**config.mk**
```make
export PLATFORM = sky130hd
export DESIGN_NAME = qlsu_top
export DESIGN_NICKNAME = d
export VERILOG_FILES = /design/src/rtl/qlsu_pkg.sv /design/src/rtl/qlsu_lane_quant.sv /design/src/rtl/qlsu_row_quantizer.sv /design/src/rtl/qlsu_quant_mreg.sv /design/src/rtl/qlsu_sequencer.sv /design/src/rtl/qlsu_top.sv
export VERILOG_INCLUDE_DIRS = /design/src /design/src/rtl
export SDC_FILE = /design/constraint.sdc
export NUM_CORES = 1
export LEC_CHECK = 0
export BUFFER_PORTS_ARGS = -buffer_cell sky130_fd_sc_hd__buf_2
export CAP_MARGIN = 10
export CORE_MARGIN = 2
export CORE_UTILIZATION = 50
export DETAILED_ROUTE_END_ITERATION = 6
export GPL_ROUTABILITY_DRIVEN = 0
export PLACE_DENSITY_LB_ADDON = 0.2
export SLEW_MARGIN = 30
export SYNTH_ARGS = -nofsm -noshare
export SYNTH_HDL_FRONTEND = slang
export SYNTH_HIERARCHICAL = 1
export SYNTH_SLANG_ARGS = --single-unit
```
**constraint.sdc**
```tcl
create_clock -name clk -period 5.8 [get_ports clk]
set_input_delay 0.29 -clock clk [delete_from_list [all_inputs] [get_ports clk]]
set_output_delay 0.29 -clock clk [all_outputs]
set_load 0.03 [all_outputs]
```
**src/rtl/qlsu_defs.svh**
```systemverilog
`ifndef QLSU_DEFS_SVH
`define QLSU_DEFS_SVH

// Matrix geometry
`define QLSU_LANES 4
`define QLSU_ROWS 4

// --------------------
// FP32 input format
`define QLSU_FP_W 32
`define QLSU_FP_EXP_W 8
`define QLSU_FP_MANT_W 23
`define QLSU_FP_BIAS 127

// Quantized lane
`define QLSU_Q_W 8
`define QLSU_Q_MAX 127

// --------------------
// Instruction fields
`define QLSU_INFO_W 16
`define QLSU_SCALE_W 5
`define QLSU_OPC_W 2
`define QLSU_OPC_READ 1
`define QLSU_OPC_WRITE 2

`endif

```
**src/rtl/qlsu_pkg.sv**
```systemverilog
`default_nettype none

`include "qlsu_defs.svh"

package qlsu_pkg;

  // Tensor data
  typedef logic [`QLSU_FP_W-1:0] fp_scalar_t;
  typedef logic [`QLSU_LANES*`QLSU_FP_W-1:0] fp_row_t;
  typedef logic [`QLSU_Q_W-1:0] q_scalar_t;
  typedef logic [`QLSU_LANES*`QLSU_Q_W-1:0] q_row_t;

  // Operation fields
  typedef logic signed [`QLSU_SCALE_W-1:0] scale_exp_t;
  typedef logic [`QLSU_INFO_W-1:0] matrix_info_t;
  // Scale on top, info below
  typedef logic [`QLSU_SCALE_W+`QLSU_INFO_W-1:0] op_inst_t;
  // Info on top, opcode below
  typedef logic [`QLSU_INFO_W+`QLSU_OPC_W-1:0] lsu_inst_t;

  typedef logic [$clog2(`QLSU_ROWS+1)-1:0] row_cnt_t;

  typedef enum logic [2:0] {
    IDLE,
    ISSUE_RD,
    LOAD,
    ISSUE_WR,
    STORE
  } seq_state_t;

endpackage

`default_nettype wire

```
**src/rtl/qlsu_lane_quant.sv**
```systemverilog
`timescale 1ns/1ps
`default_nettype none

`include "qlsu_defs.svh"

module qlsu_lane_quant (
  input  wire qlsu_pkg::fp_scalar_t lane_i,
  input  wire qlsu_pkg::scale_exp_t scale_i,
  output qlsu_pkg::q_scalar_t       q_o
);

  import qlsu_pkg::*;

  localparam int KW = `QLSU_FP_EXP_W + 3;

  logic                       sign;
  logic [`QLSU_FP_EXP_W-1:0]  exp_f;
  logic [`QLSU_FP_MANT_W-1:0] mant;
  logic signed [KW-1:0]       k;
  logic [`QLSU_FP_MANT_W:0]   shifted;
  q_scalar_t                  mag;
  logic                       sat;

  assign sign  = lane_i[`QLSU_FP_W-1];
  assign exp_f = lane_i[`QLSU_FP_MANT_W +: `QLSU_FP_EXP_W];
  assign mant  = lane_i[`QLSU_FP_MANT_W-1:0];

  // Unbiased exponent after the power-of-two scale
  assign k = $signed({3'b000, exp_f}) - `QLSU_FP_BIAS + scale_i;

  always_comb begin
    mag     = '0;
    sat     = 1'b0;
    shifted = '0;
    if (exp_f == '0) begin
      // zero and denormals
      mag = '0;
    end else if (exp_f == '1) begin
      sat = 1'b1;
    end else if (k < 0) begin
      mag = '0;
    end else if (k >= `QLSU_Q_W - 1) begin
      sat = 1'b1;
    end else begin
      // Keep the top k+1 bits, truncating toward zero
      shifted = {1'b1, mant} >> (`QLSU_FP_MANT_W - k);
      mag     = shifted[`QLSU_Q_W-1:0];
    end
    if (sat) begin
      mag = `QLSU_Q_MAX;
    end
    q_o = sign ? -mag : mag;
  end

endmodule

`default_nettype wire

```
**src/rtl/qlsu_row_quantizer.sv**
```systemverilog
`timescale 1ns/1ps
`default_nettype none

`include "qlsu_defs.svh"

module qlsu_row_quantizer (
  input  wire                    clk,
  input  wire                    rstnn,
  input  wire                    in_valid_i,
  output logic                   in_ready_o,
  input  wire qlsu_pkg::fp_row_t in_row_i,
  input  wire qlsu_pkg::scale_exp_t scale_i,
  output logic                   out_valid_o,
  input  wire                    out_ready_i,
  output qlsu_pkg::q_row_t       out_row_o
);

  import qlsu_pkg::*;

  logic    s1_valid;
  fp_row_t s1_row;
  logic    s2_valid;
  q_row_t  s2_row;
  q_row_t  conv_row;
  logic    s2_adv;

  // Stage 2 moves when empty or drained
  assign s2_adv     = !s2_valid || out_ready_i;
  assign in_ready_o = !s1_valid || s2_adv;

  // --------------------
  // Lane converters
  for (genvar lane = 0; lane < `QLSU_LANES; lane++) begin : g_lane
    qlsu_lane_quant lane_quant_inst (
      .lane_i  (s1_row[lane*`QLSU_FP_W +: `QLSU_FP_W]),
      .scale_i (scale_i),
      .q_o     (conv_row[lane*`QLSU_Q_W +: `QLSU_Q_W])
    );
  end

  // --------------------
  // Stage valids
  always_ff @(posedge clk or negedge rstnn) begin
    if (!rstnn) begin
      s1_valid <= 1'b0;
      s2_valid <= 1'b0;
    end else begin
      if (in_ready_o) begin
        s1_valid <= in_valid_i;
      end
      if (s2_adv) begin
        s2_valid <= s1_valid;
      end
    end
  end

  // Payload
  always_ff @(posedge clk) begin
    if (in_ready_o && in_valid_i) begin
      s1_row <= in_row_i;
    end
    if (s2_adv && s1_valid) begin
      s2_row <= conv_row;
    end
  end

  assign out_valid_o = s2_valid;
  assign out_row_o   = s2_row;

endmodule

`default_nettype wire

```
**src/rtl/qlsu_quant_mreg.sv**
```systemverilog
`timescale 1ns/1ps
`default_nettype none

`include "qlsu_defs.svh"

module qlsu_quant_mreg (
  input  wire                   clk,
  input  wire                   rstnn,
  input  wire                   start_i,
  input  wire                   wr_valid_i,
  output logic                  wr_ready_o,
  input  wire qlsu_pkg::q_row_t wr_row_i,
  output logic                  full_o,
  input  wire                   store_enable_i,
  output logic                  store_done_o,
  input  wire                   sstore_row_valid_i,
  input  wire                   sstore_row_last_i,
  output logic                  sstore_row_ready_o,
  output qlsu_pkg::q_row_t      sstore_row_data_o
);

  import qlsu_pkg::*;

  localparam int IDX_W = $clog2(`QLSU_ROWS);

  q_row_t   mem [`QLSU_ROWS];
  row_cnt_t wr_ptr;
  row_cnt_t rd_ptr;
  logic     wr_fire;
  logic     store_fire;

  // Never holds more rows than one operation loads
  assign wr_ready_o = 1'b1;
  assign wr_fire    = wr_valid_i & wr_ready_o;
  assign full_o     = (wr_ptr == `QLSU_ROWS);

  // --------------------
  // Write side
  always_ff @(posedge clk) begin
    if (wr_fire) begin
      mem[wr_ptr[IDX_W-1:0]] <= wr_row_i;
    end
  end

  always_ff @(posedge clk or negedge rstnn) begin
    if (!rstnn) begin
      wr_ptr <= '0;
    end else if (start_i) begin
      wr_ptr <= '0;
    end else if (wr_fire) begin
      wr_ptr <= wr_ptr + 1'b1;
    end
  end

  // --------------------
  // Store read-out, in write order
  assign sstore_row_ready_o = store_enable_i;
  assign sstore_row_data_o  = mem[rd_ptr[IDX_W-1:0]];
  assign store_fire         = sstore_row_valid_i & sstore_row_ready_o;
  assign store_done_o       = store_fire & sstore_row_last_i;

  always_ff @(posedge clk or negedge rstnn) begin
    if (!rstnn) begin
      rd_ptr <= '0;
    end else if (start_i) begin
      rd_ptr <= '0;
    end else if (store_fire) begin
      rd_ptr <= rd_ptr + 1'b1;
    end
  end

  a_no_write_when_full: assert property (
    @(posedge clk) disable iff (!rstnn)
    wr_valid_i |-> !full_o
  );

  // LSU last flag must line up with the final stored row
  a_last_on_final_row: assert property (
    @(posedge clk) disable iff (!rstnn)
    store_fire |-> (sstore_row_last_i == (rd_ptr == `QLSU_ROWS - 1))
  );

endmodule

`default_nettype wire

```
**src/rtl/qlsu_sequencer.sv**
```systemverilog
`timescale 1ns/1ps
`default_nettype none

`include "qlsu_defs.svh"

module qlsu_sequencer (
  input  wire                   clk,
  input  wire                   rstnn,
  input  wire                   inst_valid_i,
  input  wire qlsu_pkg::op_inst_t inst_data_i,
  output logic                  inst_ready_o,
  output logic                  operation_finish_o,
  output logic                  lsu_inst_valid_o,
  output qlsu_pkg::lsu_inst_t   lsu_inst_data_o,
  input  wire                   lsu_inst_ready_i,
  input  wire                   sload_row_valid_i,
  output logic                  sload_row_ready_o,
  output logic                  q_in_valid_o,
  input  wire                   q_in_ready_i,
  output qlsu_pkg::scale_exp_t  scale_o,
  output logic                  mreg_start_o,
  input  wire                   mreg_full_i,
  output logic                  store_enable_o,
  input  wire                   store_done_i
);

  import qlsu_pkg::*;

  localparam logic [`QLSU_OPC_W-1:0] OPC_READ = `QLSU_OPC_READ;
  localparam logic [`QLSU_OPC_W-1:0] OPC_WRITE = `QLSU_OPC_WRITE;

  seq_state_t   state;
  seq_state_t   state_nxt;
  op_inst_t     op_q;
  matrix_info_t info;
  row_cnt_t     row_cnt;
  logic         lsu_fire;
  logic         load_open;
  logic         load_fire;

  assign info    = op_q[`QLSU_INFO_W-1:0];
  assign scale_o = op_q[`QLSU_INFO_W +: `QLSU_SCALE_W];

  // --------------------
  // Operation FSM
  always_comb begin
    state_nxt = state;
    case (state)
      IDLE:     if (inst_valid_i) state_nxt = ISSUE_RD;
      ISSUE_RD: if (lsu_fire) state_nxt = LOAD;
      LOAD:     if (mreg_full_i) state_nxt = ISSUE_WR;
      ISSUE_WR: if (lsu_fire) state_nxt = STORE;
      STORE:    if (store_done_i) state_nxt = IDLE;
      default:  state_nxt = IDLE;
    endcase
  end

  always_ff @(posedge clk or negedge rstnn) begin
    if (!rstnn) begin
      state <= IDLE;
    end else begin
      state <= state_nxt;
    end
  end

  // Word stays queued until the store ends
  always_ff @(posedge clk) begin
    if (state == IDLE && inst_valid_i) begin
      op_q <= inst_data_i;
    end
  end

  // --------------------
  // LSU instruction
  assign lsu_inst_valid_o = (state == ISSUE_RD) || (state == ISSUE_WR);
  assign lsu_inst_data_o  = {info, (state == ISSUE_WR) ? OPC_WRITE : OPC_READ};
  assign lsu_fire         = lsu_inst_valid_o & lsu_inst_ready_i;

  // Clear the matrix register on the edge into LOAD
  assign mreg_start_o = (state == ISSUE_RD) & lsu_fire;

  // --------------------
  // Load gating
  assign load_open         = (state == LOAD) && (row_cnt < `QLSU_ROWS);
  assign sload_row_ready_o = load_open & q_in_ready_i;
  assign q_in_valid_o      = load_open & sload_row_valid_i;
  assign load_fire         = sload_row_valid_i & sload_row_ready_o;

  always_ff @(posedge clk or negedge rstnn) begin
    if (!rstnn) begin
      row_cnt <= '0;
    end else if (mreg_start_o) begin
      row_cnt <= '0;
    end else if (load_fire) begin
      row_cnt <= row_cnt + 1'b1;
    end
  end

  // Store and completion
  assign store_enable_o     = (state == STORE);
  assign inst_ready_o       = (state == STORE) & store_done_i;
  assign operation_finish_o = (state == IDLE);

  a_lsu_inst_stable: assert property (
    @(posedge clk) disable iff (!rstnn)
    lsu_inst_valid_o && !lsu_inst_ready_i |=> lsu_inst_valid_o && $stable(lsu_inst_data_o)
  );

endmodule

`default_nettype wire

```
**src/rtl/qlsu_top.sv**
```systemverilog
`timescale 1ns/1ps
`default_nettype none

module qlsu_top (
  input  wire                     clk,
  input  wire                     rstnn,
  input  wire                     inst_valid_i,
  input  wire qlsu_pkg::op_inst_t inst_data_i,
  output logic                    inst_ready_o,
  output logic                    operation_finish_o,
  output logic                    lsu_inst_valid_o,
  output qlsu_pkg::lsu_inst_t     lsu_inst_data_o,
  input  wire                     lsu_inst_ready_i,
  input  wire                     sload_row_valid_i,
  input  wire qlsu_pkg::fp_row_t  sload_row_data_i,
  output logic                    sload_row_ready_o,
  input  wire                     sstore_row_valid_i,
  input  wire                     sstore_row_last_i,
  output logic                    sstore_row_ready_o,
  output qlsu_pkg::q_row_t        sstore_row_data_o
);

  import qlsu_pkg::*;

  logic       q_in_valid;
  logic       q_in_ready;
  scale_exp_t scale;
  logic       q_out_valid;
  logic       q_out_ready;
  q_row_t     q_out_row;
  logic       mreg_start;
  logic       mreg_full;
  logic       store_enable;
  logic       store_done;

  qlsu_sequencer qlsu_sequencer_inst (
    .clk                (clk),
    .rstnn              (rstnn),
    .inst_valid_i       (inst_valid_i),
    .inst_data_i        (inst_data_i),
    .inst_ready_o       (inst_ready_o),
    .operation_finish_o (operation_finish_o),
    .lsu_inst_valid_o   (lsu_inst_valid_o),
    .lsu_inst_data_o    (lsu_inst_data_o),
    .lsu_inst_ready_i   (lsu_inst_ready_i),
    .sload_row_valid_i  (sload_row_valid_i),
    .sload_row_ready_o  (sload_row_ready_o),
    .q_in_valid_o       (q_in_valid),
    .q_in_ready_i       (q_in_ready),
    .scale_o            (scale),
    .mreg_start_o       (mreg_start),
    .mreg_full_i        (mreg_full),
    .store_enable_o     (store_enable),
    .store_done_i       (store_done)
  );

  // Load rows go straight in, gated by the sequencer
  qlsu_row_quantizer qlsu_row_quantizer_inst (
    .clk         (clk),
    .rstnn       (rstnn),
    .in_valid_i  (q_in_valid),
    .in_ready_o  (q_in_ready),
    .in_row_i    (sload_row_data_i),
    .scale_i     (scale),
    .out_valid_o (q_out_valid),
    .out_ready_i (q_out_ready),
    .out_row_o   (q_out_row)
  );

  qlsu_quant_mreg qlsu_quant_mreg_inst (
    .clk                (clk),
    .rstnn              (rstnn),
    .start_i            (mreg_start),
    .wr_valid_i         (q_out_valid),
    .wr_ready_o         (q_out_ready),
    .wr_row_i           (q_out_row),
    .full_o             (mreg_full),
    .store_enable_i     (store_enable),
    .store_done_o       (store_done),
    .sstore_row_valid_i (sstore_row_valid_i),
    .sstore_row_last_i  (sstore_row_last_i),
    .sstore_row_ready_o (sstore_row_ready_o),
    .sstore_row_data_o  (sstore_row_data_o)
  );

endmodule

`default_nettype wire

```
* Word level (Yosys, flattened, before mapping)
Memories as Yosys holds them, arrays and structs flattened.
Index checks and enable logic that the tools add are counted.
** Word-level totals
- Flip-flop bits (word level) :: 195
- Memory bits (writable) :: 128
- Word-level logic and storage cells :: 129
- Memories :: 1
** Operators by class
- Add/sub/neg operators :: 19
- Order comparisons :: 9
- Equal/unequal tests :: 14
- Shift operators :: 4
- Muxes and demuxes :: 55
- Bitwise operators :: 6
- Reductions and logical operators :: 12
** Memory list
- qlsu_quant_mreg_inst.mem :: words 4, bits a word 32, rd ports 1, clocked after memory_dff 0, wr ports 1, line qlsu_quant_mreg.sv:26 : q_row_t mem [`QLSU_ROWS];
** Operators with widths (count)
- $mux W8 :: 24
- $shr A24 B32 Y8 :: 4
- $sub A6 B10 Y11 const A :: 4
- $add A9 B5 Y10 :: 4
- $ge A10 B4 Y1 const B :: 4
- $lt A10 B1 Y1 const B :: 4
- $sub A8 B7 Y9 const B :: 4
- $mux W3 :: 11
- $eq A8 B8 Y1 const B :: 4
- $logic_not A8 Y1 :: 4
- $neg A8 Y8 :: 4
- $mux W1 :: 18
- $pmux W3 S5 :: 1
- $add A3 B1 Y3 const B :: 3
- $and A1 B1 Y1 :: 6
- $eq A3 B2 Y1 const B :: 2
- $eq A3 B3 Y1 const B :: 2
- $ne A2 B2 Y1 const B :: 3
- $reduce_bool A2 Y1 :: 3
- $reduce_and A5 Y1 :: 1
- $ne A2 B1 Y1 const B :: 2
- $eq A3 B1 Y1 const B :: 1
- $logic_not A3 Y1 :: 1
- $lt A3 B3 Y1 const B :: 1
- other kinds (3) :: 4

* Logic depth before layout (Yosys ltp)
- Word-level depth :: 11
- Mapped depth :: 19

* Cells and area by module
The synthesis kept the hierarchy.
** By module, submodules not included
- qlsu_lane_quant (qlsu_row_quantizer_inst.g_lane[0].lane_quant_inst ...) :: instances 3, cells each 265, area an instance 1933.1 um^2, sequential area each 0.0 um^2
- qlsu_quant_mreg :: instances 1, cells each 203, area an instance 5006.1 um^2, sequential area each 3968.8 um^2
- qlsu_row_quantizer :: instances 1, cells each 168, area an instance 4908.5 um^2, sequential area each 4854.7 um^2
- qlsu_lane_quant (qlsu_row_quantizer_inst.g_lane[1].lane_quant_inst) :: instances 1, cells each 250, area an instance 2038.2 um^2, sequential area each 0.0 um^2
- qlsu_sequencer :: instances 1, cells each 56, area an instance 997.2 um^2, sequential area each 780.7 um^2

* Worst setup path before layout
Ideal clock, no wire load.
- Kind :: register -> register
- Start point :: reg qlsu_row_quantizer_inst.s1_row[55]
- End point :: reg qlsu_row_quantizer_inst.s2_row[12] (netlist: qlsu_row_quantizer_inst/out_row_o[12]), data pin
- Setup time :: 0.275 ns
- Data arrival time :: 3.672 ns
- Data required time :: 5.525 ns
- Slack :: 1.853 ns
- Stages on the path, launching flop included :: 19
- Buffers on the path :: 2
- Clock period less this slack :: 3.947 ns
- Cells stage by stage :: edfxtp_1 ha_1 xor2_1 ha_1 nand3_1 a21bo_2 buf_2 nand2_2 inv_1 ha_1 clkbuf_1 inv_1 o211ai_1 o311ai_0 a21oi_1 ha_1 a21oi_1 o21ai_0 o221ai_1
** On the way
- Cells in the longest elaborated chain, start to end :: 11
** RTL lines
- start: declaration :: line qlsu_row_quantizer.sv:21 : fp_row_t s1_row;
- start signal: assignment :: line qlsu_row_quantizer.sv:60 : s1_row <= in_row_i;
- $sub A8 B7 Y9 (no line)
- $add A9 B5 Y10 :: line qlsu_lane_quant.sv:29 : assign k = $signed({3'b000, exp_f}) - `QLSU_FP_BIAS + scale_i;
- $sub A6 B10 Y11 (no line)
- $shr A24 B32 Y8 :: line qlsu_lane_quant.sv:46 : shifted = {1'b1, mant} >> (`QLSU_FP_MANT_W - k);
- $mux W8 :: line qlsu_lane_quant.sv:42 : end else if (k >= `QLSU_Q_W - 1) begin
- $mux W8 :: line qlsu_lane_quant.sv:40 : end else if (k < 0) begin
- $mux W8 :: line qlsu_lane_quant.sv:38 : end else if (exp_f == '1) begin
- $mux W8 :: line qlsu_lane_quant.sv:35 : if (exp_f == '0) begin
- $mux W8 * :: line qlsu_lane_quant.sv:49 : if (sat) begin
- $neg A8 Y8 :: line qlsu_lane_quant.sv:52 : q_o = sign ? -mag : mag;
- $mux W8 * :: line qlsu_lane_quant.sv:52
- named net qlsu_row_quantizer_inst.conv_row[12] :: line qlsu_row_quantizer.sv:24 : q_row_t conv_row;
- end signal: assignment :: line qlsu_row_quantizer.sv:63 : s2_row <= conv_row;
- end: declaration :: line qlsu_row_quantizer.sv:23 : q_row_t s2_row;
Mark *: on every way through the listed nets, which the timed path passes. The rest lies on a longest branch.
A chain may end at the register's enable or synchronous reset.

* Worst setup path in the final report
- Start point :: reg qlsu_sequencer_inst.op_q[16]
- End point :: reg qlsu_row_quantizer_inst.s2_row[23] (netlist: qlsu_row_quantizer_inst/out_row_o[23]), data pin
** On the way
- Cells in the longest elaborated chain, start to end :: 10
** RTL lines
- start: declaration :: line qlsu_sequencer.sv:34 : op_inst_t op_q;
- start signal: assignment :: line qlsu_sequencer.sv:69 : op_q <= inst_data_i;
- $add A9 B5 Y10 * :: line qlsu_lane_quant.sv:29
- $sub A6 B10 Y11 (no line)
- $shr A24 B32 Y8 :: line qlsu_lane_quant.sv:46
- $mux W8 :: line qlsu_lane_quant.sv:42
- $mux W8 :: line qlsu_lane_quant.sv:40
- $mux W8 :: line qlsu_lane_quant.sv:38
- $mux W8 :: line qlsu_lane_quant.sv:35
- $mux W8 * :: line qlsu_lane_quant.sv:49
- $neg A8 Y8 :: line qlsu_lane_quant.sv:52
- $mux W8 * :: line qlsu_lane_quant.sv:52
- named net qlsu_row_quantizer_inst.conv_row[23] :: line qlsu_row_quantizer.sv:24
Marked as above.

==> results by group <==
STA
  • Share of the cycle needed by the critical path after routing: 79.2%
  • Post-layout minimum cycle time: 4.59 ns
  • Pin slew with the least headroom to its limit: 0.958 ns
  • Setup-failing EPs final: 0
  • Setup repair after global routing missed its margin: false
  • Setup_tns: 0 ns
  • Fmax: 218 MHz
  • Pins over their slew limit: 0
  • Number of hold violations in the final report: 0
  • Worst hold-check slack: 0.0592 ns
  • Worst relative slew slack: 36.1%
  • Final Skew: 0.0108 ns

Power
  • Total Power Consumption: 11.8 mW
  • Leakage Power: 8.62 nW
  • Cell area power density: 518 mW/mm2
  • Max VDD drop: 0.000320 V

Global routing
  • Wire length of the first global-routing pass: 66.8 mm
  • Largest net degree at the start of global routing: 73
  • Number of global-route vias before repair: 13.3k
  • Residual overflow from global routing: 0
  • All-layer global routing usage: 21.5%
  • Number of antenna violations at the first check in global routing: 0

Drt
  • Drt total wl: 41.8 mm
  • Remaining antenna violation count after routing: 0
  • Average detailed-routed wire length per instance: 18.0 um
  • Starting DRC count in detailed routing: 933
  • Post-detailed-route DRC marker count: 0
  • Number of search-and-repair iterations in the first detailed-routing pass: 5
  • Total via count after detailed routing: 13.3k
  • Detail-routed via count per cell: 5.76

Floorplanning
  • Site row count: 70
  • Vertical extent of the die: 198 um
  • Area of the die: 0.0391 mm2
  • IO Count: 211
  • Starting density of the core: 51.0%
  • Total core area: 0.0368 mm2
  • Die Width: 198 um

Yosys
  • Count of unique library cells instantiated by Yosys: 98
  • Syn_nets: 1689
  • Sequential cell area fraction in the yosys report: 51.2%
  • Async set or reset register ratio after synthesis: 4.04%
  • Number of enable flip-flop cells after synthesis: 309
  • Post-Synthesis Cells: 1472
  • Largest area contributor in the netlist: edfxtp_1
  • Predominant post-synthesis flop cell: edfxtp_1
  • Syn Area/Cell: 12.7 um2
  • Mapped cell area: 0.0187 mm2
  • Leading cell types by total area after synthesis: edfxtp_1, mux4_2, mux2i_1, ha_1, nand2_1
  • Area share of the largest cell type after synthesis: 49.5%
  • FF+latch count, synth: 322
  • Number of warning messages in the yosys log: 6

Layout
  • Total non-filler cell area in the finished layout: 0.0228 mm2
  • Fraction of layout instances using a drive strength above 1: 22.6%
  • Fin nets: 2040
  • # fillers: 2907
  • Area growth syn-to-layout: 21.8%

Clock network
  • Post-CTS Setup Bufs: 0
  • Clock-pin slew on the worst setup and hold paths: 0.06 ns
  • TritonCTS Sinks: 322
  • TritonCTS clock tree: yes
  • TritonCTS buffer count: 36
  • Root cell of the clock tree: clkbuf_16
  • H-tree levels: 2
  • Insertion delay of the later-clocked pin in the worst-skew pair: 0.53 ns
  • Bufs on Longest Clock Path: 3

Worst setup path
  • Crit path max fanout: 19
  • Critical Path RT: 6.07 ns
  • Worst Setup Start Kind: flip-flop
  • Endpoint arrival time on the critical path: 4.86 ns
  • Kind of critical path: flip-flop to flip-flop
  • Type of element capturing the critical path: flip-flop

Flow run
  • Count of maximum capacitance violations: 0

Hold path
  • Class of the tightest hold or removal check: input pin to flip-flop

Place
  • Port buffer count: 210
  • HPWL Detailed: 28.2 mm
  • Area after DPL: 0.0202 mm2

Run status
  • Result of the run: complete, no violations
[kinds of logic (layout without fill, tap and decap cells)]
| logic type | after synthesis | count (layout) | share of synthesized area [%] |
|---|---|---|---|
| AOI/OAI and AO/OA | 313 | 313 | 12.6 |
| DFF | 322 | 322 | 51.2 |
| other | 1 | 2 | 0.0200 |
| muxes | 182 | 182 | 14.3 |
| adders and majority gates | 61 | 61 | 4.23 |
| xor gates and xnor gates | 65 | 65 | 3.24 |
| and+or+nand+nor | 405 | 405 | 11.1 |
| buffers and inverters | 123 | 497 | 3.25 |
[cell usage after synthesis (all sizes together), types with 8 or more instances]
library cell,n
a211oi,19
a21boi,8
a21o,12
a21oi,80
a22oi,10
a31oi,11
a32o,11
a32oi,9
and2,28
and3,13
buf,46
clkbuf,23
dfrtp,13
edfxtp,309
ha,57
inv,51
mux2,19
mux2i,100
mux4,63
nand2,127
nand2b,20
nand3,36
nand4,10
nor2,81
nor2b,11
nor3,35
o211ai,16
o21a,11
o21ai,40
o22ai,16
o31ai,10
xnor2,23
xor2,42
[power breakdown]
group	internal (mW)	switching [mW]	total, mW	leakage [nW]
clock	1.33	0.879	2.21	0.556
sequential	3.15	0.287	3.44	2.98
combinational	2.50	3.67	6.18	5.08
[layout by cell type, fill, tap and decap left out, types with 11 or more instances in the layout]
| master | Yosys | final |
|---|---|---|
| mux2i_1 | 100 | 100 |
| buf_4 | 11 | 19 |
| nand2_1 | 126 | 126 |
| a21oi_1 | 76 | 76 |
| nand3_1 | 36 | 36 |
| a211oi_1 | 13 | 13 |
| o21a_1 | 11 | 11 |
| dlygate4sd3_1 | 0 | 151 |
| and2_1 | 25 | 20 |
| dfrtp_1 | 13 | 12 |
| edfxtp_1 | 309 | 309 |
| inv_1 | 48 | 48 |
| mux4_2 | 49 | 49 |
| o22ai_1 | 13 | 13 |
| a31oi_1 | 11 | 11 |
| mux2_2 | 19 | 19 |
| o21ai_0 | 35 | 35 |
| nor2_1 | 81 | 81 |
| xor2_1 | 38 | 38 |
| a21o_1 | 12 | 12 |
| o211ai_1 | 16 | 16 |
| nand2b_1 | 20 | 20 |
| a32o_1 | 11 | 11 |
| buf_2 | 26 | 210 |
| xnor2_1 | 22 | 22 |
| ha_1 | 57 | 56 |
| and3_1 | 12 | 12 |
| mux4_1 | 14 | 14 |
| nor2b_1 | 11 | 11 |
| nor3_1 | 34 | 34 |
| clkbuf_16 | 0 | 37 |
[worst max-delay path: stages, from the launching register on]
cell,delay [ns]
edfxtp_1,0.62
ha_1,0.30
inv_1,0.07
fa_1,0.80
buf_4,0.35
mux2i_1,0.32
and2_1,0.17
a211oi_1,0.05
a311o_1,0.31
and3_1,0.18
o21ai_2,0.16
o22ai_2,0.13
or4_4,0.56
o31ai_2,0.22
xor2_1,0.09
[cell type report]
cell class                 count  area (um2)  share of cell area, %
timing repair buffer         382        2740                   12.0
sequential                   322        9610                   42.1
multi-input combinational   1027        8560                   37.5
tap                          468         586                   2.56
clock buffer                  41         941                   4.12
clock inverter                20         196                  0.860
inverter                      54         203                  0.888
antenna                        1        2.50                 0.0110
[final timing paths]
path                                                                 start                                         endpoint  slack [ns]  cells after the start
hold / removal                                           sload_row_valid_i       qlsu_sequencer_inst/row_cnt[1]$_DFFE_PN0P_        0.06                      3
min in group asynchronous                                            rstnn         qlsu_sequencer_inst/state[0]$_DFFE_PN0P_        0.20                      2
setup reg to reg                    qlsu_sequencer_inst/op_q[16]$_DFFE_PP_  qlsu_row_quantizer_inst/out_row_o[23]$_DFFE_PP_        1.21                     14
setup / recovery                    qlsu_sequencer_inst/op_q[16]$_DFFE_PP_  qlsu_row_quantizer_inst/out_row_o[23]$_DFFE_PP_        1.21                     14
max in group asynchronous                                            rstnn       qlsu_quant_mreg_inst/rd_ptr[0]$_DFFE_PN0P_        5.34                      2
hold reg to reg            qlsu_row_quantizer_inst/out_row_o[15]$_DFFE_PP_        qlsu_quant_mreg_inst/mem[0][15]$_DFFE_PP_        0.50                      0
[repair_timing]
item                                    CTS  global route
endpoints found under the setup margin    0             0
gates resized for setup                   0             0
hold buffers                            151             0
hold endpoints to repair                163             0
[metrics by stage]
| stage | util [%] | setup slack [ns] | instances |
|---|---|---|---|
| finish | 62.1 | 1.21 | 2315 |
| global placement | 54.8 | 1.35 | 2101 |
| CTS | 62.0 | 1.23 | 2313 |
| detailed placement | 54.8 | 1.25 | 2101 |
| floorplan | - | 1.85 | 1472 |
| global route | 62.1 | 0.929 | 2314 |
[per-layer routing]
| metal | global-route usage [%] | part of all wire [%] | vias to the layer above |
|---|---|---|---|
| met5 | 0 | 0 | - |
| met4 | 7.94 | 2.9 | 0 |
| met3 | 3.33 | 5.3 | 73 |
| met2 | 35.2 | 47 | 389 |
| met1 | 29.0 | 44 | 6434 |
| li1 | - | - | 6444 |
[flip-flops by register name (all words and copies together) (netlist names)]
signal,count
qlsu_quant_mreg_inst/mem,128
qlsu_quant_mreg_inst/rd_ptr,2
qlsu_quant_mreg_inst/wr_ptr,3
qlsu_row_quantizer_inst/out_row_o,32
qlsu_row_quantizer_inst/out_valid_o,1
qlsu_row_quantizer_inst/s1_row,128
qlsu_row_quantizer_inst/s1_valid,1
qlsu_sequencer_inst/op_q,21
qlsu_sequencer_inst/row_cnt,3
qlsu_sequencer_inst/state,3
No activity file was read; power rests on OpenSTA's default activity.
